<file path="src/source/alpha_pkg.sv">
// alpha core shared definitions
// opcodes, function codes, mux selects and the stage structs
`default_nettype none

package alpha_pkg;

  ////////////////////////////////////////////////////////////
  // major opcodes, inst[31:26]
  ////////////////////////////////////////////////////////////
  localparam logic [5:0] pal_inst  = 6'h00;
  localparam logic [5:0] lda_inst  = 6'h08;
  localparam logic [5:0] inta_grp  = 6'h10;  // add/sub/compare
  localparam logic [5:0] intl_grp  = 6'h11;  // logical
  localparam logic [5:0] ints_grp  = 6'h12;  // shifts
  localparam logic [5:0] intm_grp  = 6'h13;  // multiply
  localparam logic [5:0] jsr_grp   = 6'h1a;  // jmp, jsr, ret, jsr_co
  localparam logic [5:0] ldq_inst  = 6'h29;
  localparam logic [5:0] stq_inst  = 6'h2d;
  localparam logic [5:0] br_inst   = 6'h30;
  localparam logic [5:0] fbeq_inst = 6'h31;
  localparam logic [5:0] fblt_inst = 6'h32;
  localparam logic [5:0] fble_inst = 6'h33;
  localparam logic [5:0] bsr_inst  = 6'h34;
  localparam logic [5:0] fbne_inst = 6'h35;
  localparam logic [5:0] fbge_inst = 6'h36;
  localparam logic [5:0] fbgt_inst = 6'h37;

  // integer function codes, inst[11:5]
  localparam logic [6:0] addq_fn   = 7'h20;
  localparam logic [6:0] subq_fn   = 7'h29;
  localparam logic [6:0] cmpeq_fn  = 7'h2d;
  localparam logic [6:0] cmpult_fn = 7'h1d;
  localparam logic [6:0] cmpule_fn = 7'h3d;
  localparam logic [6:0] cmplt_fn  = 7'h4d;
  localparam logic [6:0] cmple_fn  = 7'h6d;
  localparam logic [6:0] and_fn    = 7'h00;
  localparam logic [6:0] bic_fn    = 7'h08;
  localparam logic [6:0] bis_fn    = 7'h20;
  localparam logic [6:0] ornot_fn  = 7'h28;
  localparam logic [6:0] xor_fn    = 7'h40;
  localparam logic [6:0] eqv_fn    = 7'h48;
  localparam logic [6:0] srl_fn    = 7'h34;
  localparam logic [6:0] sll_fn    = 7'h39;
  localparam logic [6:0] sra_fn    = 7'h3c;
  localparam logic [6:0] mulq_fn   = 7'h20;

  localparam logic [25:0] halt_code = 26'h0555;  // call_pal halt
  localparam logic [4:0]  zero_reg  = 5'd31;     // r31 always reads zero

  ////////////////////////////////////////////////////////////
  // mux selects and alu functions
  ////////////////////////////////////////////////////////////
  typedef enum logic [4:0] {
    alu_addq, alu_subq, alu_mulq,
    alu_cmpeq, alu_cmpult, alu_cmpule, alu_cmplt, alu_cmple,
    alu_and, alu_bic, alu_bis, alu_ornot, alu_xor, alu_eqv,
    alu_srl, alu_sll, alu_sra
  } alu_func_e;

  typedef enum logic [1:0] {opa_rega, opa_mem_disp, opa_npc, opa_not3} opa_sel_e;
  typedef enum logic [1:0] {opb_regb, opb_alu_imm, opb_br_disp} opb_sel_e;
  typedef enum logic [1:0] {dest_none, dest_rega, dest_regc} dest_sel_e;

  // one decoded instruction
  typedef struct packed {
    opa_sel_e   opa_sel;
    opb_sel_e   opb_sel;
    alu_func_e  alu_func;
    logic [4:0] dest_idx;       // zero_reg when nothing is written
    logic       rd_mem;
    logic       wr_mem;
    logic       cond_branch;
    logic       uncond_branch;
    logic       halt;
    logic       illegal;
    logic       valid;          // slot valid and not illegal
  } ctrl_t;

  // one slot entering execute
  typedef struct packed {
    ctrl_t       ctrl;
    logic [31:0] inst;
    logic [63:0] pc;
    logic [63:0] rega_val;
    logic [63:0] regb_val;
  } issue_t;

  // one slot leaving execute / the core
  typedef struct packed {
    logic        valid;
    logic        halt;          // seen by the result stage only
    logic [4:0]  dest_idx;
    logic [63:0] result;
    logic        taken;
    logic [63:0] target;
    logic        rd_mem;
    logic        wr_mem;
    logic        illegal;
  } retire_t;

endpackage

`default_nettype wire
</file>
<file path="src/source/id_stage.sv">
// dual decode stage
// two independent decoders, register fields and destination select
`timescale 1ns/1ps
`default_nettype none

module id_stage import alpha_pkg::*; (
  input  logic [31:0] inst_1,
  input  logic [31:0] inst_2,
  input  logic        inst_valid_1,
  input  logic        inst_valid_2,
  output ctrl_t       ctrl_1,
  output ctrl_t       ctrl_2,
  output logic [4:0]  ra_idx_1,
  output logic [4:0]  rb_idx_1,
  output logic [4:0]  ra_idx_2,
  output logic [4:0]  rb_idx_2
);

  ctrl_t       dec_ctrl_1, dec_ctrl_2;
  dest_sel_e   dest_sel_1, dest_sel_2;
  logic [4:0]  rc_idx_1, rc_idx_2;

  // destination mux, r31 when nothing is written
  function automatic logic [4:0] dest_index(input dest_sel_e sel, input logic [4:0] ra,
                                            input logic [4:0] rc);
    case (sel)
      dest_rega: return ra;
      dest_regc: return rc;
      default:   return zero_reg;
    endcase
  endfunction

  assign ra_idx_1 = inst_1[25:21];
  assign rb_idx_1 = inst_1[20:16];
  assign rc_idx_1 = inst_1[4:0];
  assign ra_idx_2 = inst_2[25:21];
  assign rb_idx_2 = inst_2[20:16];
  assign rc_idx_2 = inst_2[4:0];

  inst_decoder decoder_1 (.inst(inst_1), .valid_in(inst_valid_1),
                          .ctrl(dec_ctrl_1), .dest_sel(dest_sel_1));
  inst_decoder decoder_2 (.inst(inst_2), .valid_in(inst_valid_2),
                          .ctrl(dec_ctrl_2), .dest_sel(dest_sel_2));

  always_comb
  begin
    ctrl_1 = dec_ctrl_1;
    ctrl_1.dest_idx = dest_index(dest_sel_1, ra_idx_1, rc_idx_1);
    ctrl_2 = dec_ctrl_2;
    ctrl_2.dest_idx = dest_index(dest_sel_2, ra_idx_2, rc_idx_2);
  end

endmodule

`default_nettype wire

</file>
<file path="src/source/inst_decoder.sv">
// instruction decoder
// turns one alpha instruction word into datapath control, noop by default
`timescale 1ns/1ps
`default_nettype none

module inst_decoder import alpha_pkg::*; (
  input  logic [31:0] inst,
  input  logic        valid_in,   // low: outputs stay a noop
  output ctrl_t       ctrl,       // dest_idx left at zero_reg, id_stage fills it
  output dest_sel_e   dest_sel
);

  always_comb
  begin
    // noop defaults
    ctrl = '0;
    ctrl.dest_idx = zero_reg;
    dest_sel = dest_none;

    if (valid_in)
    begin
      case (inst[31:26]) inside
        pal_inst:
        begin
          if (inst[25:0] == halt_code)
            ctrl.halt = 1'b1;
          else
            ctrl.illegal = 1'b1;      // other pal calls unsupported
        end

        ////////////////////////////////////////////////////////////
        // integer operate groups
        ////////////////////////////////////////////////////////////
        inta_grp, intl_grp, ints_grp, intm_grp:
        begin
          ctrl.opa_sel = opa_rega;
          ctrl.opb_sel = inst[12] ? opb_alu_imm : opb_regb;  // literal form
          dest_sel = dest_regc;
          // group low bits keep addq/bis/mulq apart
          case ({inst[27:26], inst[11:5]})
            {inta_grp[1:0], addq_fn}:   ctrl.alu_func = alu_addq;
            {inta_grp[1:0], subq_fn}:   ctrl.alu_func = alu_subq;
            {inta_grp[1:0], cmpeq_fn}:  ctrl.alu_func = alu_cmpeq;
            {inta_grp[1:0], cmpult_fn}: ctrl.alu_func = alu_cmpult;
            {inta_grp[1:0], cmpule_fn}: ctrl.alu_func = alu_cmpule;
            {inta_grp[1:0], cmplt_fn}:  ctrl.alu_func = alu_cmplt;
            {inta_grp[1:0], cmple_fn}:  ctrl.alu_func = alu_cmple;
            {intl_grp[1:0], and_fn}:    ctrl.alu_func = alu_and;
            {intl_grp[1:0], bic_fn}:    ctrl.alu_func = alu_bic;
            {intl_grp[1:0], bis_fn}:    ctrl.alu_func = alu_bis;
            {intl_grp[1:0], ornot_fn}:  ctrl.alu_func = alu_ornot;
            {intl_grp[1:0], xor_fn}:    ctrl.alu_func = alu_xor;
            {intl_grp[1:0], eqv_fn}:    ctrl.alu_func = alu_eqv;
            {ints_grp[1:0], srl_fn}:    ctrl.alu_func = alu_srl;
            {ints_grp[1:0], sll_fn}:    ctrl.alu_func = alu_sll;
            {ints_grp[1:0], sra_fn}:    ctrl.alu_func = alu_sra;
            {intm_grp[1:0], mulq_fn}:   ctrl.alu_func = alu_mulq;
            default:                    ctrl.illegal = 1'b1;  // unknown function
          endcase
        end

        jsr_grp:
        begin
          // all four jump flavours behave alike
          ctrl.opa_sel = opa_not3;
          ctrl.opb_sel = opb_regb;
          ctrl.alu_func = alu_and;    // word-align rb
          dest_sel = dest_rega;       // link register
          ctrl.uncond_branch = 1'b1;
        end

        lda_inst, ldq_inst, stq_inst:
        begin
          ctrl.opa_sel = opa_mem_disp;
          ctrl.opb_sel = opb_regb;
          ctrl.alu_func = alu_addq;   // disp + rb
          ctrl.rd_mem = (inst[31:26] == ldq_inst);
          ctrl.wr_mem = (inst[31:26] == stq_inst);
          dest_sel = ctrl.wr_mem ? dest_none : dest_rega;  // store writes nothing
        end

        ////////////////////////////////////////////////////////////
        // branches
        ////////////////////////////////////////////////////////////
        [6'h30:6'h3f]:
        begin
          ctrl.opa_sel = opa_npc;
          ctrl.opb_sel = opb_br_disp;
          ctrl.alu_func = alu_addq;   // npc + disp*4
          case (inst[31:26])
            fbeq_inst, fblt_inst, fble_inst,
            fbne_inst, fbge_inst, fbgt_inst:
              ctrl.illegal = 1'b1;    // no floating point
            br_inst, bsr_inst:
            begin
              dest_sel = dest_rega;
              ctrl.uncond_branch = 1'b1;
            end
            default:
              ctrl.cond_branch = 1'b1;  // integer conditionals
          endcase
        end

        default: ctrl.illegal = 1'b1;   // fp groups, misc, other loads
      endcase
    end

    ctrl.valid = valid_in & ~ctrl.illegal;
  end

endmodule

`default_nettype wire

</file>
<file path="config.mk">
export PLATFORM = sky130hd
export DESIGN_NAME = id_stage
export DESIGN_NICKNAME = d
export VERILOG_FILES = /design/src/source/alpha_pkg.sv /design/src/source/id_stage.sv /design/src/source/inst_decoder.sv
export SDC_FILE = /design/constraint.sdc
export NUM_CORES = 1
export LEC_CHECK = 0
export BUFFER_PORTS_ARGS = -buffer_cell sky130_fd_sc_hd__buf_4
export CAP_MARGIN = 20
export CORE_ASPECT_RATIO = 1.5
export CORE_MARGIN = 2
export CORE_UTILIZATION = 47
export DETAILED_ROUTE_END_ITERATION = 7
export GPL_TIMING_DRIVEN = 0
export PLACE_DENSITY = 0.9
export SETUP_SLACK_MARGIN = 0.4
export SLEW_MARGIN = 20
export SYNTH_ARGS = -nofsm -noshare
export SYNTH_HDL_FRONTEND = slang
export SYNTH_SLANG_ARGS = --single-unit
</file>
<file path="constraint.sdc">
create_clock -name vclk -period 4.85
set_clock_uncertainty 0.1 [all_clocks]
set_input_delay 0.2425 -clock vclk [all_inputs]
set_output_delay 0.2425 -clock vclk [all_outputs]
set_load 0.01 [all_outputs]
</file>
After elaboration in Yosys (flattened, before gate mapping)
Cells that the tools add are included.
- register bits after elaboration: 0
- output and inout bits: 62
- $lt $le $gt $ge: 4
- eq/ne operators: 72
- mux-type cells: 88
- bitwise gates (word level): 4
- reductions and logical operators: 16
- operators by type and width (operator ; number):
    case mux 5 bit (16 select lines) ; 2
    equality test 6 bit, second input constant ; 20
    equality test 9 x 8 -> 1 bit, second input constant ; 12
    two-way mux 9 bit ; 12
    equality test 9 x 6 -> 1 bit, second input constant ; 8
    equality test 9 bit, second input constant ; 8
    equality test 6 x 5 -> 1 bit, second input constant ; 10
    equality test 26 x 11 -> 1 bit, second input constant ; 2
    two-way mux 1 bit ; 50
    two-way mux 2 bit ; 20
    equality test 9 x 7 -> 1 bit, second input constant ; 4
    OR reduction 17 bit ; 2
    case mux 5 bit (2 select lines) ; 2
    equality test 9 x 5 -> 1 bit, second input constant ; 2
    OR reduction 8 bit ; 2
    equality test 6 x 4 -> 1 bit, second input constant ; 2
    >= comparator 6 bit, second input constant ; 2
    <= comparator 6 bit, second input constant ; 2
    zero test 6 bit ; 2
    two-way mux 6 bit ; 2
    OR reduction 6 bit ; 2
    OR reduction 4 bit ; 2
    OR reduction 3 bit ; 2
    equality test 2 x 1 -> 1 bit, second input constant ; 2
    other kinds (5) ; 10

Logic depth before layout (Yosys ltp)
- depth in word-level cells: 11
- depth in mapped cells: 8

By module
A second synthesis with hierarchy kept.
- cells, all modules: 302
- area, all modules: 2072.0 um^2
- by module, submodules not included (module ; instances ; cells an instance ; area an instance (um^2) ; seq. area each (um^2)):
    inst_decoder ; 2 ; 132 ; 878.3 ; 0.0
    id_stage ; 1 ; 38 ; 315.3 ; 0.0

Least setup slack after synthesis
OpenSTA, ideal clock, no wires.
- path kind: input to output
- start: input inst_1[27]
- end: output ctrl_1[10] (netlist bit)
- data arrival time: 1956 ps
- data required time: 4508 ps
- setup slack: 2552 ps
- stages on the path: 7
- cells stage by stage: clkbuf_1 clkbuf_1 nor4b_1 nand2_1 a21o_1 ha_1 a221o_1
- RTL lines (what ; RTL line ; text):
    start: declaration ; id_stage.sv:7 ; input logic [31:0] inst_1,
    end: declaration ; id_stage.sv:11 ; output ctrl_t ctrl_1,

==> impl_metrics.toml <==
[outcome]
outcome = "complete, no violations"

[floorplan]
core_area_um2 = 3720
die_x_um = 55.0
design.portCount = 128
die_y_um = 80.5
floorplan.initialDensity = 0.494
die-area_um2 = 4430
floorplan.rows = 27

[worst_setup_path]
worstSetupStartpoint = "inst_1[27]"
timing.setup.critical_path_class = "primary input to output port"
setup.worst_path.start_class = "primary input"
critPathArrivalTime_ns = 2.60
cp-end-kind = "output port"
cp_max_fo = 10
worst-endpoint-required_ns = 4.51
worstSetupEndpoint = "ctrl_1[8]"

[synthesis]
synth-seq-area-share = 0
ys_warn_count = 0
yosys.cell_types.count = 63
syn_avg_cell_area_um2 = 6.41
post_synth_inst_count = 286
syn-num-nets = 356
mappedNetlistArea_um2 = 1830

[pwr]
power.ir.vdd_worst_v = 0.0000544
p_leak_nw = 1.22
pwr_density_cell_nw_per_um2 = 69.1

[final_layout]
syn2layout_area_growth_pct = 50.8
design.final.nets = 475
layout.cell_area.non_filler_um2 = 2770
layout_common_cells = "sky130_fd_sc_hd__buf_4 (139), sky130_fd_sc_hd__nor2_1 (26), sky130_fd_sc_hd__nand2_1 (22)"
clockBufferCount = 0
insertedDiodeCount = 0
drive_gt1_frac = 0.380
seqCellArea_um2 = 0
seq_cell_count = 0
mostFrequentLayoutCell = "sky130_fd_sc_hd__buf_4"

[route]
route.vias.total = 2775
finalWirelength_mm = 7.20
dr.pass1.iters = 7
routed_wire_length_per_instance_um = 16.1
detailedRoute.firstIterationViolations = 139
viasPerCell = 6.22
drt_drc_violations_left = 0
final_antenna_violating_net_count = 0

[placed_design]
dpl-instance-area_um2 = 2770
place.detailed.hpwl_mm = 5.84
portBuffers = 117
gp_congestion = 0.999

[clock_tree]
postCtsSetupBuffers = 0
cts-hold-fix-buffers = 0
cts-resized-gates = 0

[timing]
final_min_period_over_clock_period = 0.606
slew-limit-headroom = 0.430
grt_setup_unrepaired = "false"
final_max_slew_viol_count = 0
setup_violations = 0
post-route-min-period_ns = 2.94
tns_ns = 0
achievable-frequency_mhz = 340
final_hold_viol_count = 0
worst_slew_pin_slew_ns = 0.843

[grt]
antenna_found_initial = 0
global_route_wire_length_before_repair_mm = 11.0
grt_pass1_vias = 2432
grt.total_usage = 0.318
overall_overflow_remaining_after_global_route = 0
largest_net_degree_at_the_start_of_global_routing = 11

[worst_hold_path]
min-delay-path-class = "primary input to output port"

[job]
drv_cap = 0
-- through the flow --
| stage | std cells | hold slack (ns) | worst slack, ns | util | total power [mW] |
|---|---|---|---|---|---|
| final | 446 | 0.658 | 1.91 | 0.744 | 0.191 |
| after global routing | 446 | 0.669 | 1.70 | 0.744 | 0.209 |
| after CTS | 446 | 0.659 | 1.95 | 0.744 | 0.188 |
| after detailed placement | 446 | 0.659 | 1.97 | 0.744 | 0.188 |
| after global placement | 446 | 0.655 | 1.98 | 0.744 | 0.184 |
| after floorplan | 286 | 0.434 | 2.55 | - | 0.0966 |
-- per-layer routing --
metal	vias to the layer above	global-route usage	share of wire
met5	-	0	0
met4	0	0.115	0.040
met3	30	0.0428	0.11
met2	197	0.581	0.52
met1	1239	0.354	0.33
li1	1309	-	-
-- cell families (layout without fill, tap and decap cells) --
family                     count (synthesis)  in the layout  share of synthesized area
AOI/OAI and AO/OA                         72             72                      0.280
and+or+nand+nor                          152            152                      0.495
muxes                                      2              2                     0.0116
adders and majority gates                  5              5                     0.0327
buffers and inverters                     50            167                      0.157
xor gates and xnor gates                   5              5                     0.0239
-- worst min-delay path by stage --
stage                  end  cells after the start  startpoint  slack, ns
3_5_place_dp   rb_idx_2[2]                      3  inst_2[18]       0.66
5_1_grt        rb_idx_1[3]                      3  inst_1[19]       0.67
2_1_floorplan    ctrl_1[6]                      1  inst_1[28]       0.43
4_1_cts        rb_idx_2[2]                      3  inst_2[18]       0.66
6_report       rb_idx_2[2]                      3  inst_2[18]       0.66
3_3_place_gp   rb_idx_2[2]                      3  inst_2[18]       0.65
-- synth_stat cells, drive strengths merged (2+ instances only) --
cell type,n,share of area
or2,3,0.010
or3,2,0.0068
nor2,27,0.057
buf,27,0.11
o21a,2,0.0082
xnor2,2,0.0096
inv,9,0.018
or4,4,0.018
nand3b,3,0.012
and4,3,0.014
xor2,3,0.014
ha,4,0.027
a211oi,7,0.029
nand2,22,0.045
nor2b,9,0.031
o21bai,2,0.0082
nand3,9,0.027
a32oi,4,0.019
a21o,2,0.0082
nor4,15,0.059
o31ai,5,0.020
a31oi,2,0.0068
nor3,14,0.038
clkbuf,14,0.029
nand4b,5,0.024
o211ai,2,0.0082
nor3b,4,0.019
a21oi,20,0.055
nand2b,9,0.031
nor4b,6,0.029
nand4,6,0.020
and2,4,0.014
a221o,10,0.055
o21ai,7,0.019
-- area by class of cell --
class,instances,area [um^2]
fill,330,950
buffer,41,254
multi-input combinational,236,1550
inverter,9,33.8
timing repair buffer,117,878
tap,43,53.8
-- where the power goes --
part / internal, mW / switching (mW)
sequential: 0 / 0
clock: 0 / 0
combinational: 0.0946 / 0.0965
total: 0.0946 / 0.0965
-- critical path: stages --
cell and delay, ns:
sky130_fd_sc_hd__buf_4 0.11, sky130_fd_sc_hd__clkbuf_1 0.22, sky130_fd_sc_hd__clkbuf_1 0.31, sky130_fd_sc_hd__nor4b_1 0.60, sky130_fd_sc_hd__nand2_1 0.15, sky130_fd_sc_hd__a21o_1 0.21, sky130_fd_sc_hd__ha_1 0.26, sky130_fd_sc_hd__a221o_1 0.34
sky130_fd_sc_hd__buf_4 0.15
(Power assumes the default switching activity.)
