## src/source/alpha_pkg.sv

```systemverilog
// alpha core shared definitions
// opcodes, function codes, mux selects and the stage structs
`default_nettype none

package alpha_pkg;

  ////////////////////////////////////////////////////////////
  // major opcodes, inst[31:26]
  ////////////////////////////////////////////////////////////
  localparam logic [5:0] pal_inst  = 6'h00;
  localparam logic [5:0] lda_inst  = 6'h08;
  localparam logic [5:0] inta_grp  = 6'h10;  // add/sub/compare
  localparam logic [5:0] intl_grp  = 6'h11;  // logical
  localparam logic [5:0] ints_grp  = 6'h12;  // shifts
  localparam logic [5:0] intm_grp  = 6'h13;  // multiply
  localparam logic [5:0] jsr_grp   = 6'h1a;  // jmp, jsr, ret, jsr_co
  localparam logic [5:0] ldq_inst  = 6'h29;
  localparam logic [5:0] stq_inst  = 6'h2d;
  localparam logic [5:0] br_inst   = 6'h30;
  localparam logic [5:0] fbeq_inst = 6'h31;
  localparam logic [5:0] fblt_inst = 6'h32;
  localparam logic [5:0] fble_inst = 6'h33;
  localparam logic [5:0] bsr_inst  = 6'h34;
  localparam logic [5:0] fbne_inst = 6'h35;
  localparam logic [5:0] fbge_inst = 6'h36;
  localparam logic [5:0] fbgt_inst = 6'h37;

  // integer function codes, inst[11:5]
  localparam logic [6:0] addq_fn   = 7'h20;
  localparam logic [6:0] subq_fn   = 7'h29;
  localparam logic [6:0] cmpeq_fn  = 7'h2d;
  localparam logic [6:0] cmpult_fn = 7'h1d;
  localparam logic [6:0] cmpule_fn = 7'h3d;
  localparam logic [6:0] cmplt_fn  = 7'h4d;
  localparam logic [6:0] cmple_fn  = 7'h6d;
  localparam logic [6:0] and_fn    = 7'h00;
  localparam logic [6:0] bic_fn    = 7'h08;
  localparam logic [6:0] bis_fn    = 7'h20;
  localparam logic [6:0] ornot_fn  = 7'h28;
  localparam logic [6:0] xor_fn    = 7'h40;
  localparam logic [6:0] eqv_fn    = 7'h48;
  localparam logic [6:0] srl_fn    = 7'h34;
  localparam logic [6:0] sll_fn    = 7'h39;
  localparam logic [6:0] sra_fn    = 7'h3c;
  localparam logic [6:0] mulq_fn   = 7'h20;

  localparam logic [25:0] halt_code = 26'h0555;  // call_pal halt
  localparam logic [4:0]  zero_reg  = 5'd31;     // r31 always reads zero

  ////////////////////////////////////////////////////////////
  // mux selects and alu functions
  ////////////////////////////////////////////////////////////
  typedef enum logic [4:0] {
    alu_addq, alu_subq, alu_mulq,
    alu_cmpeq, alu_cmpult, alu_cmpule, alu_cmplt, alu_cmple,
    alu_and, alu_bic, alu_bis, alu_ornot, alu_xor, alu_eqv,
    alu_srl, alu_sll, alu_sra
  } alu_func_e;

  typedef enum logic [1:0] {opa_rega, opa_mem_disp, opa_npc, opa_not3} opa_sel_e;
  typedef enum logic [1:0] {opb_regb, opb_alu_imm, opb_br_disp} opb_sel_e;
  typedef enum logic [1:0] {dest_none, dest_rega, dest_regc} dest_sel_e;

  // one decoded instruction
  typedef struct packed {
    opa_sel_e   opa_sel;
    opb_sel_e   opb_sel;
    alu_func_e  alu_func;
    logic [4:0] dest_idx;       // zero_reg when nothing is written
    logic       rd_mem;
    logic       wr_mem;
    logic       cond_branch;
    logic       uncond_branch;
    logic       halt;
    logic       illegal;
    logic       valid;          // slot valid and not illegal
  } ctrl_t;

  // one slot entering execute
  typedef struct packed {
    ctrl_t       ctrl;
    logic [31:0] inst;
    logic [63:0] pc;
    logic [63:0] rega_val;
    logic [63:0] regb_val;
  } issue_t;

  // one slot leaving execute / the core
  typedef struct packed {
    logic        valid;
    logic        halt;          // seen by the result stage only
    logic [4:0]  dest_idx;
    logic [63:0] result;
    logic        taken;
    logic [63:0] target;
    logic        rd_mem;
    logic        wr_mem;
    logic        illegal;
  } retire_t;

endpackage

`default_nettype wire
```

## src/source/wb_stage.sv

```systemverilog
// result stage
// ex/wb register, halt kill, register writes and retire counting
`timescale 1ns/1ps
`default_nettype none

module wb_stage import alpha_pkg::*; (
  input  logic        clock,
  input  logic        reset,
  input  retire_t     exec_1,
  input  retire_t     exec_2,
  output retire_t     retire_1,
  output retire_t     retire_2,
  output logic        we_1,
  output logic [4:0]  wr_idx_1,
  output logic [63:0] wr_data_1,
  output logic        we_2,
  output logic [4:0]  wr_idx_2,
  output logic [63:0] wr_data_2,
  output logic        halted,
  output logic [31:0] retired_count
);

  retire_t next_1, next_2;

  // halts retire invalid; a dead slot retires nothing
  function automatic retire_t kill_slot(input retire_t e, input logic live);
    retire_t r;
    r = e;
    r.valid   = e.valid & ~e.halt & live;
    r.illegal = e.illegal & live;
    r.taken   = e.taken & r.valid;
    return r;
  endfunction

  always_comb
  begin
    next_1 = kill_slot(exec_1, ~halted);
    next_2 = kill_slot(exec_2, ~halted & ~exec_1.halt);  // slot 1 halt kills slot 2
  end

  always_ff @(posedge clock)
  begin
    if (reset)
    begin
      retire_1      <= '0;
      retire_2      <= '0;
      halted        <= 1'b0;
      retired_count <= 32'd0;
    end
    else
    begin
      retire_1      <= next_1;
      retire_2      <= next_2;
      halted        <= halted | exec_1.halt | exec_2.halt;  // sticky until reset
      retired_count <= retired_count + 32'(next_1.valid) + 32'(next_2.valid);
    end
  end

  // register file writes during the retire cycle
  assign we_1      = retire_1.valid && (retire_1.dest_idx != zero_reg);
  assign wr_idx_1  = retire_1.dest_idx;
  assign wr_data_1 = retire_1.result;
  assign we_2      = retire_2.valid && (retire_2.dest_idx != zero_reg);
  assign wr_idx_2  = retire_2.dest_idx;
  assign wr_data_2 = retire_2.result;

endmodule

`default_nettype wire

```

## config.mk

```make
export PLATFORM = sky130hd
export DESIGN_NAME = wb_stage
export DESIGN_NICKNAME = d
export VERILOG_FILES = /design/src/source/alpha_pkg.sv /design/src/source/wb_stage.sv
export SDC_FILE = /design/constraint.sdc
export NUM_CORES = 1
export LEC_CHECK = 0
export ABC_AREA = 1
export ABC_CLOCK_PERIOD_IN_PS = 1800
export BUFFER_PORTS_ARGS = -buffer_cell sky130_fd_sc_hd__buf_2
export CAP_MARGIN = 5
export CORE_AREA = 2 2 284 286
export DETAILED_ROUTE_END_ITERATION = 7
export DIE_AREA = 0 0 286 288
export MAX_ROUTING_LAYER = met4
export PLACE_DENSITY = 0.34
export SETUP_SLACK_MARGIN = 0.5
export SLEW_MARGIN = 20
export SYNTH_ARGS = -nofsm -noshare
export SYNTH_HDL_FRONTEND = slang
export SYNTH_SLANG_ARGS = --single-unit
```

## constraint.sdc

```tcl
create_clock -name clock -period 1.8 [get_ports clock]
set_clock_uncertainty 0.05 [all_clocks]
set_input_delay 0.18 -clock clock [delete_from_list [all_inputs] [get_ports clock]]
set_output_delay 0.18 -clock clock [all_outputs]
set_load 0.005 [all_outputs]
```

After elaboration in Yosys (flattened, before gate mapping)
Cells that the tools add are included.

operators by class
  $add $sub $neg = 2
  eq/ne operators = 2
  bitwise gates (word level) = 14
  reductions and logical operators = 2

operators by type and width
  cell                                           count
  adder 32 x 1 -> 32 bit                         2
  inequality test 5 bit (second input constant)  2
  AND 1 bit                                      9
  inverter 1 bit                                 3
  logical AND 1 bit                              2
  bitwise OR 1 bit                               2

storage, ports and cells
  bits in registers = 311
  output and inout port bits = 451

Logic depth before layout (Yosys ltp)
Gate-level depths: netlist of run 1.

  depth after elaboration = 5
  mapped depth = 12
  mapped depth without buffers = 12

Least setup slack after synthesis of run 1
OpenSTA, ideal clock, no wires.

  path type = reg-to-reg
  from = register halted
  to = register retired_count[12]
  library setup time = 115 ps
  arrival = 1809 ps
  data required time = 1635 ps
  setup slack = -174 ps
  cell stages (with the launch flop) = 12
  path buffers = 0
  path through = dfxtp_1 nor2_1 nand3_1 inv_1 fa_1 ha_1 nand2_1 nor2_4 nand2_4 nor2_2 or2_1 and2_1

RTL lines
  what                    line            source
  from (decl)             wb_stage.sv:19  output logic halted,
  from (signal assigned)  wb_stage.sv:54  halted <= halted | exec_1.halt | exec_2.halt;
  to (signal assigned)    wb_stage.sv:55  retired_count <= retired_count + 32'(next_1.valid) + 32'(next_2.valid);
  to (decl)               wb_stage.sv:20  output logic [31:0] retired_count

==> implementation parameters, run 1 <==
Parameter                              Value

Run status
  Result of the run ... complete, but fails checks
  Violations in the final reports ... negative hold slack, negative setup slack

Hold path
  WHS Path Cells ... 4
  Type of the tightest min-delay check ... in2reg
  Hold Path End ... retire_2[138]$_SDFF_PP0_
  Origin of the worst min-delay path ... exec_2[138]

GRT
  Number of global-route vias before repair ... 10600
  Largest net degree at the start of global routing ... 67
  Congestion Overflow GR ... 0
  GRT Resource Usage Total ... 9.82%
  Wire length of the first global-routing pass ... 60.3 mm
  Antenna violations before repair ... 2

Placement
  Routability congestion estimate from global placement ... 0.805
  Dpl ws ... -0.308 ns
  Total half-perimeter wirelength after legalization and detailed placement ... 32.2 mm
  Total cell area at the placement stage ... 14600 um^2
  Number of buffers inserted by port buffering ... 730
  Number of cells in the design after placement ... 2904

Floorplan
  Starting utilization of the core area ... 13.3%
  I/O pin count ... 731
  Area of the core ... 79600 um^2
  Width of the die ... 286 um
  Die Height ... 288 um
  Die outline area ... 82400 um^2
  Number of placement rows ... 104

Final layout
  Layout-stage area growth over the synthesis result ... 88.9%
  Commonest cells after routing, fill and taps aside ... 657 x sky130_fd_sc_hd__buf_2, 330 x sky130_fd_sc_hd__nor2_1, 301 x sky130_fd_sc_hd__dlygate4sd3_1
  Final std cells w/o fill ... 3313
  Post-route core utilization ... 25.2%
  Most common library cell in the layout ignoring fill and taps ... sky130_fd_sc_hd__buf_2
  Nets ... 2505
  Layout cell share with drive strength beyond 1 ... 44.9%
  Final instance area ... 20100 um^2

Synthesis
  Total of flip-flops plus latches after synthesis ... 311
  Nets in the synthesized netlist ... 1547
  Syn. warnings ... 0
  Part of the Yosys area used for sequential elements ... 58.6%
  Count of distinct cell types in the synthesized netlist ... 26
  Synth Instances ... 1265
  Mapped cell area ... 10600 um^2
  Mean post-synth cell area ... 8.40 um^2

Clocking
  H-tree depth reported by CTS ... 2
  Clk sink count ... 311
  CTS root buffer ... sky130_fd_sc_hd__clkbuf_16
  Clock buffer depth ... 3
  TritonCTS clock tree ... yes
  Worst-Skew Late Latency ... 0.54 ns
  Number of buffers created by CTS ... 38
  Hold buffer count at cts ... 301
  Clock-pin slew of the registers on the worst-case setup and hold paths ... 0.06 ns

Timing
  Crit path setup slack, layout ... -0.153 ns
  Achievable Freq ... 512 MHz
  RSZ-0062 raised after global routing ... yes
  Worst slack on hold paths ... -0.0187 ns
  Headroom to the max-slew limit ... 75.6%
  Final hold violations ... 1
  Final Setup Violations ... 29
  Final critical-path required period ... 1.95 ns
  Ratio of final minimum period to clock period ... 109%
  Actual transition at the worst max-transition pin ... 0.365 ns
  Count of final max-slew check failures ... 0
  Total negative setup slack ... -2.26 ns

Power
  Static Leakage ... 10.7 nW
  IR drop worst, VDD ... 0.623 mV
  Power per standard cell area ... 852 nW/um^2

Drt
  Iteration-0 DRC Markers ... 241
  Detailed-route DRC error count ... 0
  Total Wirelength ... 42.9 mm
  Routed WL per cell ... 12.9 um
  Number of detailed-route iterations in the first pass ... 4
  Residual antenna-violating net count after detailed routing ... 0
  Vias after detailed routing ... 10600
  Vias per std cell ... 3.21

Worst setup path
  Cell depth of the worst flop-to-flop path ... 12
  Start of the worst register-to-register path ... halted$_SDFF_PP0_
  WP data arrival ... 2.33 ns
  Destination of the worst register-to-register timing path ... retired_count[20]$_SDFF_PP0_
  Register-to-register path setup slack ... -0.15 ns
  Crit path capture type ... flop
  Setup CP Type ... reg2reg
  Max FO, Critical Path ... 6
  Required @ worst endpoint ... 2.17 ns
  Nature of the critical path startpoint ... flop

Flow run
  Max Cap Violations ... 0
cells by family after synthesis:
kind of cell               after synthesis  synth area share [%]
buffers and inverters                  468                  21.7
and+or+nand+nor                        450                  17.5
DFF                                    311                  58.6
AOI/OAI and AO/OA                       31                  1.63
xor gates and xnor gates                 3                 0.247
adders and majority gates                2                 0.306
metrics by stage:
step / hold slack [ns] / power, mW
floorplan: 0.237 / 8.13
global placement: 0.329 / 8.95
detailed placement: 0.335 / 8.94
CTS: -0.0597 / 17.5
global route: -0.0518 / 18.0
finish: -0.0187 / 17.1
worst max path at each step:
stage / start / endpoint / slack, ns / depth (start not counted)
2_1_floorplan: halted$_SDFF_PP0_ / retired_count[12]$_SDFF_PP0_ / 0.006 / 11
3_3_place_gp: exec_1[137] / retired_count[24]$_SDFF_PP0_ / -0.26 / 13
3_5_place_dp: exec_1[137] / retired_count[24]$_SDFF_PP0_ / -0.31 / 13
4_1_cts: halted$_SDFF_PP0_ / retired_count[12]$_SDFF_PP0_ / -0.18 / 11
5_1_grt: halted$_SDFF_PP0_ / retired_count[20]$_SDFF_PP0_ / -0.32 / 12
6_report: halted$_SDFF_PP0_ / retired_count[20]$_SDFF_PP0_ / -0.15 / 12
registers in the layout, summed over array words and instances, names as in the netlist:
signal         flops
halted             1
retire_1          70
retire_2          70
retired_count     32
wr_data_1         64
wr_data_2         64
wr_idx_1           5
wr_idx_2           5
report_power, final:
part / switching, mW / internal [mW] / total, mW
logic: 0.818 / 1.21 / 2.03
clock network: 3.08 / 4.63 / 7.71
registers: 0.168 / 7.18 / 7.35
total: 4.07 / 13.0 / 17.1
area by class of cell:
type / instances / area, um^2
Antenna cell: 2 / 5.00
Clock buffer: 53 / 1120
Clock inverter: 15 / 150
Fill cell: 8643 / 59600
Inverter: 296 / 1110
Multi-Input combinational cell: 486 / 2200
Sequential cell: 311 / 6480
Tap cell: 1060 / 1330
Timing Repair Buffer: 1090 / 7670
repair_timing:
item,4_1_cts,5_1_grt
hold endpoints to repair,278,1
pin swaps,16,8
setup buffers,26,12
gates resized for setup,208,65
setup endpoints to repair,177,119
cells in the mapped netlist, drive strengths merged:
cell	count	area, um^2
o21a	4	30.0
xnor2	1	8.76
buf	165	1170
nor2	348	1410
nor3	2	10.0
xor2	2	17.5
a21oi	22	118
o21ai	5	25.0
and3	1	6.26
or2	1	6.26
ha	1	12.5
nand2	77	317
fa	1	20.0
dfxtp	311	6230
clkbuf	7	26.3
nand3	19	95.1
inv	296	1110
and2	2	12.5
critical path, stage by stage (launching register included):
cell and delay (ns):
sky130_fd_sc_hd__dfxtp_2 0.33, sky130_fd_sc_hd__nor2_4 0.12, sky130_fd_sc_hd__inv_2 0.07, sky130_fd_sc_hd__nor2_4 0.10, sky130_fd_sc_hd__fa_2 0.28, sky130_fd_sc_hd__ha_4 0.16, sky130_fd_sc_hd__nand2_4 0.05, sky130_fd_sc_hd__nor2_4 0.16
sky130_fd_sc_hd__nand2_4 0.11, sky130_fd_sc_hd__nor2_4 0.17, sky130_fd_sc_hd__nand3_1 0.10, sky130_fd_sc_hd__nand2_1 0.08, sky130_fd_sc_hd__nor2_1 0.04
per-layer routing:
metal,track usage [%],vias to the layer above,part of all wire [%]
met5,-,-,0
met4,3.39,0,2.8
met3,2.66,60,7.1
met2,17.2,411,51
met1,10.7,4807,39
li1,-,5355,-
Power figures use the tool's default switching activity.
==> run 2, diff against run 1 <==
- BUFFER_PORTS_ARGS: -buffer_cell sky130_fd_sc_hd__buf_2 -> default
- CORE_AREA: 2 2 284 286 -> 2 2 286 288
- DIE_AREA: 0 0 286 288 -> 0 0 288 290
- DONT_BUFFER_PORTS: default -> 1
- PLACE_DENSITY: 0.34 -> 0.3
==> run 2 against run 1 <==
The flow now stops in clock tree synthesis. Area after synthesis is the same. Synthesized cell count is the same.
==> implementation parameters, run 2 <==
Parameter                              Value

Synthesis
  Synth cell count leaders ... 333 x sky130_fd_sc_hd__nor2_1, 311 x sky130_fd_sc_hd__dfxtp_1, 295 x sky130_fd_sc_hd__inv_1
  Syn. warnings ... 0 (unchanged)
  Leading cell types by total area after synthesis ... sky130_fd_sc_hd__dfxtp_1 59%, sky130_fd_sc_hd__nor2_1 12%, sky130_fd_sc_hd__inv_1 10%
  Post-synth ARST share ... 0% (unchanged)
  Nets in the synthesized netlist ... 1547 (unchanged)
  Most frequent cell after synthesis ... sky130_fd_sc_hd__nor2_1
  Synth Instances ... 1265 (unchanged)
  Commonest register cell after synthesis ... sky130_fd_sc_hd__dfxtp_1
  Count of flip-flops with a built-in enable after synthesis ... 0 (unchanged)
  Fraction of synthesized cell area taken by the top area cell type ... 58.6% (unchanged)
  Count of distinct cell types in the synthesized netlist ... 26 (unchanged)
  Part of the Yosys area used for sequential elements ... 58.6% (unchanged)
  Mean post-synth cell area ... 8.40 um^2 (unchanged)
  Total of flip-flops plus latches after synthesis ... 311 (unchanged)
  Mapped cell area ... 10600 um^2 (unchanged)
  Largest area contributor in the netlist ... sky130_fd_sc_hd__dfxtp_1

Floorplan
  Die Height ... 290 um (+0.69%)
  Starting utilization of the core area ... 13.2% (-0.087 points)
  Number of placement rows ... 104 (unchanged)
  I/O pin count ... 731 (unchanged)
  Width of the die ... 288 um (+0.70%)

Placement
  Total half-perimeter wirelength after legalization and detailed placement ... 26.7 mm (-17%)
  Number of buffers inserted by port buffering ... 0 (-100%)
  Routability congestion estimate from global placement ... 0.884 (+9.8%)
  Total cell area at the placement stage ... 10900 um^2 (-25%)
  Number of cells in the design after placement ... 2173 (-25%)

Clocking
  Number of buffers created by CTS ... 39 (+2.6%)
  Count of instances resized after the clock tree is built ... 47 (-77%)
  CTS root buffer ... sky130_fd_sc_hd__clkbuf_16
  Clock buffer depth ... 3 (unchanged)
  H-tree depth reported by CTS ... 2 (unchanged)
  Clk sink count ... 311 (unchanged)
  Total setup buffers inserted after CTS ... 7 (-73%)
  Hold buffer count at cts ... 451 (+50%)

Run status
  Result of the run ... aborted with a tool error
  Tool error ... [ERROR RSZ-0060] Max buffer count reached.
  Stage where the flow stopped ... clock tree synthesis
-- run 2: cells by family after synthesis --
| group | Yosys count | share of synthesized area [%] |
|---|---|---|
| fa+ha+maj | 2 | 0.306 |
| compound gates | 31 | 1.63 |
| xor+xnor | 3 | 0.247 |
| simple gates | 450 | 17.5 |
| buf+inv | 468 | 21.7 |
| flops | 311 | 58.6 |
-- run 2: stage by stage --
| stage | setup slack, ns | utilization (%) |
|---|---|---|
| after detailed placement | -0.267 | 13.6 |
| after floorplan | 0.00629 | - |
| after global placement | -0.229 | 13.6 |
==> run 3, diff against run 2 <==
- ABC_CLOCK_PERIOD_IN_PS: 1800 -> 2350
- CORE_AREA: 2 2 286 288 -> 2 2 283 285
- DIE_AREA: 0 0 288 290 -> 0 0 285 287
- MAX_ROUTING_LAYER: met4 -> default
- PLACE_DENSITY: 0.3 -> default
- PLACE_DENSITY_LB_ADDON: default -> 0.15
- SETUP_SLACK_MARGIN: 0.5 -> default
- clock period: 1.8 -> 2.35 ns (I/O delays scaled with it)
==> run 3 against run 2 <==
The run now ends clean.
==> implementation parameters, run 3 (synthesis results as in run 1) <==
Parameter                              Value

Run status
  Result of the run ... completed

Floorplan
  Die Height ... 287 um (-1.0%)
  Width of the die ... 285 um (-1.0%)
  I/O pin count ... 731 (unchanged)
  Number of placement rows ... 103 (-0.96%)
  Area of the core ... 78600 um^2
  Die outline area ... 81800 um^2
  Starting utilization of the core area ... 13.5% (+0.26 points)

Drt
  Residual antenna-violating net count after detailed routing ... 0
  Routed WL per cell ... 15.2 um
  Vias per std cell ... 3.20
  Vias after detailed routing ... 8473
  Iteration-0 DRC Markers ... 238
  Number of detailed-route iterations in the first pass ... 4
  Detailed-route DRC error count ... 0
  Total Wirelength ... 40.3 mm

GRT
  GRT Resource Usage Total ... 9.26%
  Largest net degree at the start of global routing ... 180
  Congestion Overflow GR ... 0
  Antenna violations before repair ... 0
  Number of global-route vias before repair ... 8970
  Wire length of the first global-routing pass ... 56.6 mm

Worst setup path
  Crit-path cells ... nor2_1 -> nand3_1 -> inv_1 -> fa_1 -> ha_1 -> nand2_1 -> nor2_4 -> nand2_4 -> nor2_2 -> or2_1 -> and2_1
  Crit path capture type ... flop
  WP data arrival ... 2.52 ns
  Delay contributed by the slowest stage of the critical path ... 0.42 ns
  Nature of the critical path startpoint ... flop
  Required @ worst endpoint ... 2.73 ns
  Combined buffer and inverter count along the critical path ... 1
  Register-to-register path setup slack ... 0.21 ns
  Max FO, Critical Path ... 6
  Cell with the biggest individual delay on the critical path ... sky130_fd_sc_hd__fa_1
  Cell family contributing the most delay on the critical path ... simple AND/OR/NAND/NOR gates
  Setup CP Type ... reg2reg

Final layout
  Layout cell share with drive strength beyond 1 ... 6.06%
  Most common library cell in the layout ignoring fill and taps ... sky130_fd_sc_hd__dlygate4sd3_1
  Registers with the most flip-flops ... retire_1 x70, retire_2 x70
  Layout-stage area growth over the synthesis result ... 55.5%
  Diode insertion count for antenna repair ... 0
  Commonest cells after routing, fill and taps aside ... 433 x sky130_fd_sc_hd__dlygate4sd3_1, 332 x sky130_fd_sc_hd__nor2_1, 311 x sky130_fd_sc_hd__dfxtp_1
  Nets ... 1853

Timing
  Achievable Freq ... 467 MHz
  Final Setup Violations ... 0
  RSZ-0062 raised after global routing ... no
  Actual transition at the worst max-transition pin ... 0.587 ns
  Total negative setup slack ... 0 ns
  Headroom to the max-slew limit ... 60.9%
  Count of final max-slew check failures ... 0
  Final critical-path required period ... 2.14 ns
  Final hold violations ... 0
  Ratio of final minimum period to clock period ... 91.1%

Clocking
  H-tree depth reported by CTS ... 2 (unchanged)
  Clock buffer depth ... 3 (unchanged)
  Worst-Skew Late Latency ... 0.54 ns
  CTS root buffer ... sky130_fd_sc_hd__clkbuf_16
  TritonCTS clock tree ... yes
  Clock-pin slew of the registers on the worst-case setup and hold paths ... 0.06 ns
  Number of buffers created by CTS ... 38 (-2.6%)
  Clk sink count ... 311 (unchanged)

Power
  Share of power burned in the clock network ... 49.1%
  Internal portion of total power ... 10.2 mW
  IR drop worst, VDD ... 0.384 mV
  Static Leakage ... 7.77 nW
  Post-layout power ... 13.2 mW
  Sw frac ... 22.5%
  Power per standard cell area ... 797 nW/um^2
  Sequential Power Share ... 44.1%
  Sw Pwr ... 2.96 mW
  Combinational share of power ... 6.8%

Flow run
  Max Cap Violations ... 0

Placement
  Number of buffers inserted by port buffering ... 0 (unchanged)
  Routability congestion estimate from global placement ... 0.782 (-12%)
  Total half-perimeter wirelength after legalization and detailed placement ... 27.7 mm (+3.8%)

Hold path
  Type of the tightest min-delay check ... in2reg
[run 3: what timing repair did]
action	CTS	global route
resized for setup	0	1
setup endpoints to repair	0	1
hold buffers	434	0
buffers inserted	0	0
endpoints found under the hold margin	289	0
[run 3: metrics by stage]
| step | util [%] | area, um^2 | setup slack (ns) | hold slack [ns] | std cells |
|---|---|---|---|---|---|
| after floorplan | - | 10600 | 0.376 | 0.292 | 1265 |
| after global placement | 13.7 | 10800 | 0.250 | 0.280 | 2147 |
| after detailed placement | 13.7 | 10800 | 0.229 | 0.281 | 2147 |
| after CTS | 21.0 | 16500 | 0.163 | 0.0639 | 2650 |
| after global routing | 21.0 | 16500 | 0.0308 | 0.115 | 2650 |
| final | 21.0 | 16500 | 0.209 | 0.118 | 2650 |
[run 3: area by class of cell]
cell class | instances | area [um^2]
inverters | 296 | 1110
well taps | 1050 | 1310
fillers | 8658 | 62100
clock inverters | 18 | 278
multi-input cells | 486 | 2090
flip-flops and latches | 311 | 6230
repair buffers | 438 | 4390
clock buffers | 51 | 1110
[run 3: metal layers]
layer | GRT usage [%] | routed length, um | up-vias
met5 | 0 | 0 | -
li1 | - | - | 4037
met4 | 4.54 | 1820 | 0
met2 | 16.2 | 20000 | 436
met1 | 9.89 | 15000 | 3915
met3 | 3.33 | 3500 | 85
[run 3: worst paths after layout]
kind,startpoint,cells past startpoint,to
max,halted$_SDFF_PP0_,11,retired_count[12]$_SDFF_PP0_
min,reset,2,retire_2[61]$_SDFF_PP0_
max reg2reg,halted$_SDFF_PP0_,11,retired_count[12]$_SDFF_PP0_
min reg2reg,halted$_SDFF_PP0_,1,retire_1[0]$_SDFF_PP0_
[run 3: power groups by stage]
stage | combinational [mW] | clock (mW) | sequential, mW
floorplan | 0.453 | 0 | 5.77
global placement | 0.270 | 0 | 5.93
detailed placement | 0.275 | 0 | 5.92
CTS | 0.890 | 6.77 | 5.81
global route | 0.985 | 6.94 | 5.83
finish | 0.891 | 6.47 | 5.80
==> run 4, diff against run 3 <==
- ABC_AREA: 1 -> default
- ABC_CLOCK_PERIOD_IN_PS: 2350 -> 2150
- clock period: 2.35 -> 2.15 ns (I/O delays scaled with it)
==> run 4 against run 3 <==
The flow now stops in clock tree synthesis. Area after synthesis is 5.7% lower. Synthesized cell count down 28%.
==> implementation parameters, run 4 <==
Parameter                              Value

Clocking
  H-tree depth reported by CTS ... 2 (unchanged)
  Clk sink count ... 311 (unchanged)
  Clock buffer depth ... 3 (unchanged)
  Number of buffers created by CTS ... 37 (-2.6%)
  Count of instances resized after the clock tree is built ... 10 (+10)
  CTS root buffer ... sky130_fd_sc_hd__clkbuf_16
  Total setup buffers inserted after CTS ... 3 (+3)
  Hold buffer count at cts ... 379 (-13%)

Synthesis
  Part of the Yosys area used for sequential elements ... 62.2% (+3.6 points)
  Mapped cell area ... 10000 um^2 (-5.7%)
  Largest area contributor in the netlist ... sky130_fd_sc_hd__dfxtp_1
  Nets in the synthesized netlist ... 1188 (-23%)
  Commonest register cell after synthesis ... sky130_fd_sc_hd__dfxtp_1
  Count of flip-flops with a built-in enable after synthesis ... 0 (unchanged)
  Count of distinct cell types in the synthesized netlist ... 31 (+19%)
  Syn. warnings ... 0 (unchanged)
  Total of flip-flops plus latches after synthesis ... 311 (unchanged)
  Fraction of synthesized cell area taken by the top area cell type ... 62.2% (+3.6 points)
  Post-synth ARST share ... 0% (unchanged)
  Leading cell types by total area after synthesis ... sky130_fd_sc_hd__dfxtp_1 62%, sky130_fd_sc_hd__nor2b_1 17%, sky130_fd_sc_hd__buf_4 10%
  Synth Instances ... 906 (-28%)
  Synth cell count leaders ... 311 x sky130_fd_sc_hd__dfxtp_1, 276 x sky130_fd_sc_hd__nor2b_1, 139 x sky130_fd_sc_hd__buf_4
  Mean post-synth cell area ... 11.1 um^2 (+32%)
  Most frequent cell after synthesis ... sky130_fd_sc_hd__dfxtp_1

Run status
  Stage where the flow stopped ... clock tree synthesis
  Tool error ... [ERROR RSZ-0060] Max buffer count reached.
  Result of the run ... aborted with a tool error

Placement
  Total half-perimeter wirelength after legalization and detailed placement ... 25.5 mm (-8.1%)
  Routability congestion estimate from global placement ... 0.769 (-1.7%)
  Number of buffers inserted by port buffering ... 0 (unchanged)

Floorplan
  Die Height ... 287 um (unchanged)
  Number of placement rows ... 103 (unchanged)
  I/O pin count ... 731 (unchanged)
  Starting utilization of the core area ... 12.7% (-0.77 points)
  Width of the die ... 285 um (unchanged)
run 4: changes by cell type after synthesis, moves of 10 or more:
cell / delta
sky130_fd_sc_hd__nor2_1: -319
sky130_fd_sc_hd__inv_1: -291
sky130_fd_sc_hd__nor2b_1: +276
sky130_fd_sc_hd__nand2_1: -59
sky130_fd_sc_hd__buf_2: -25
sky130_fd_sc_hd__clkbuf_1: +24
sky130_fd_sc_hd__or4_1: +11
sky130_fd_sc_hd__nor2_4: -10
run 4: metrics by stage:
step                worst slack (ns)  instances  util [%]  setup TNS [ns]  instance area (um^2)
floorplan                     -0.323        906         -           -2.50                 10100
global placement              -0.322       1824      13.4           -3.32                 10500
detailed placement            -0.323       1824      13.4           -3.65                 10500
run 4: cells by family after synthesis:
group	share of synthesized area [%]
xor gates and xnor gates	0.962
AOI/OAI and AO/OA	2.31
buffers and inverters	12.0
adders and majority gates	0.325
DFF	62.2
and+or+nand+nor	22.2
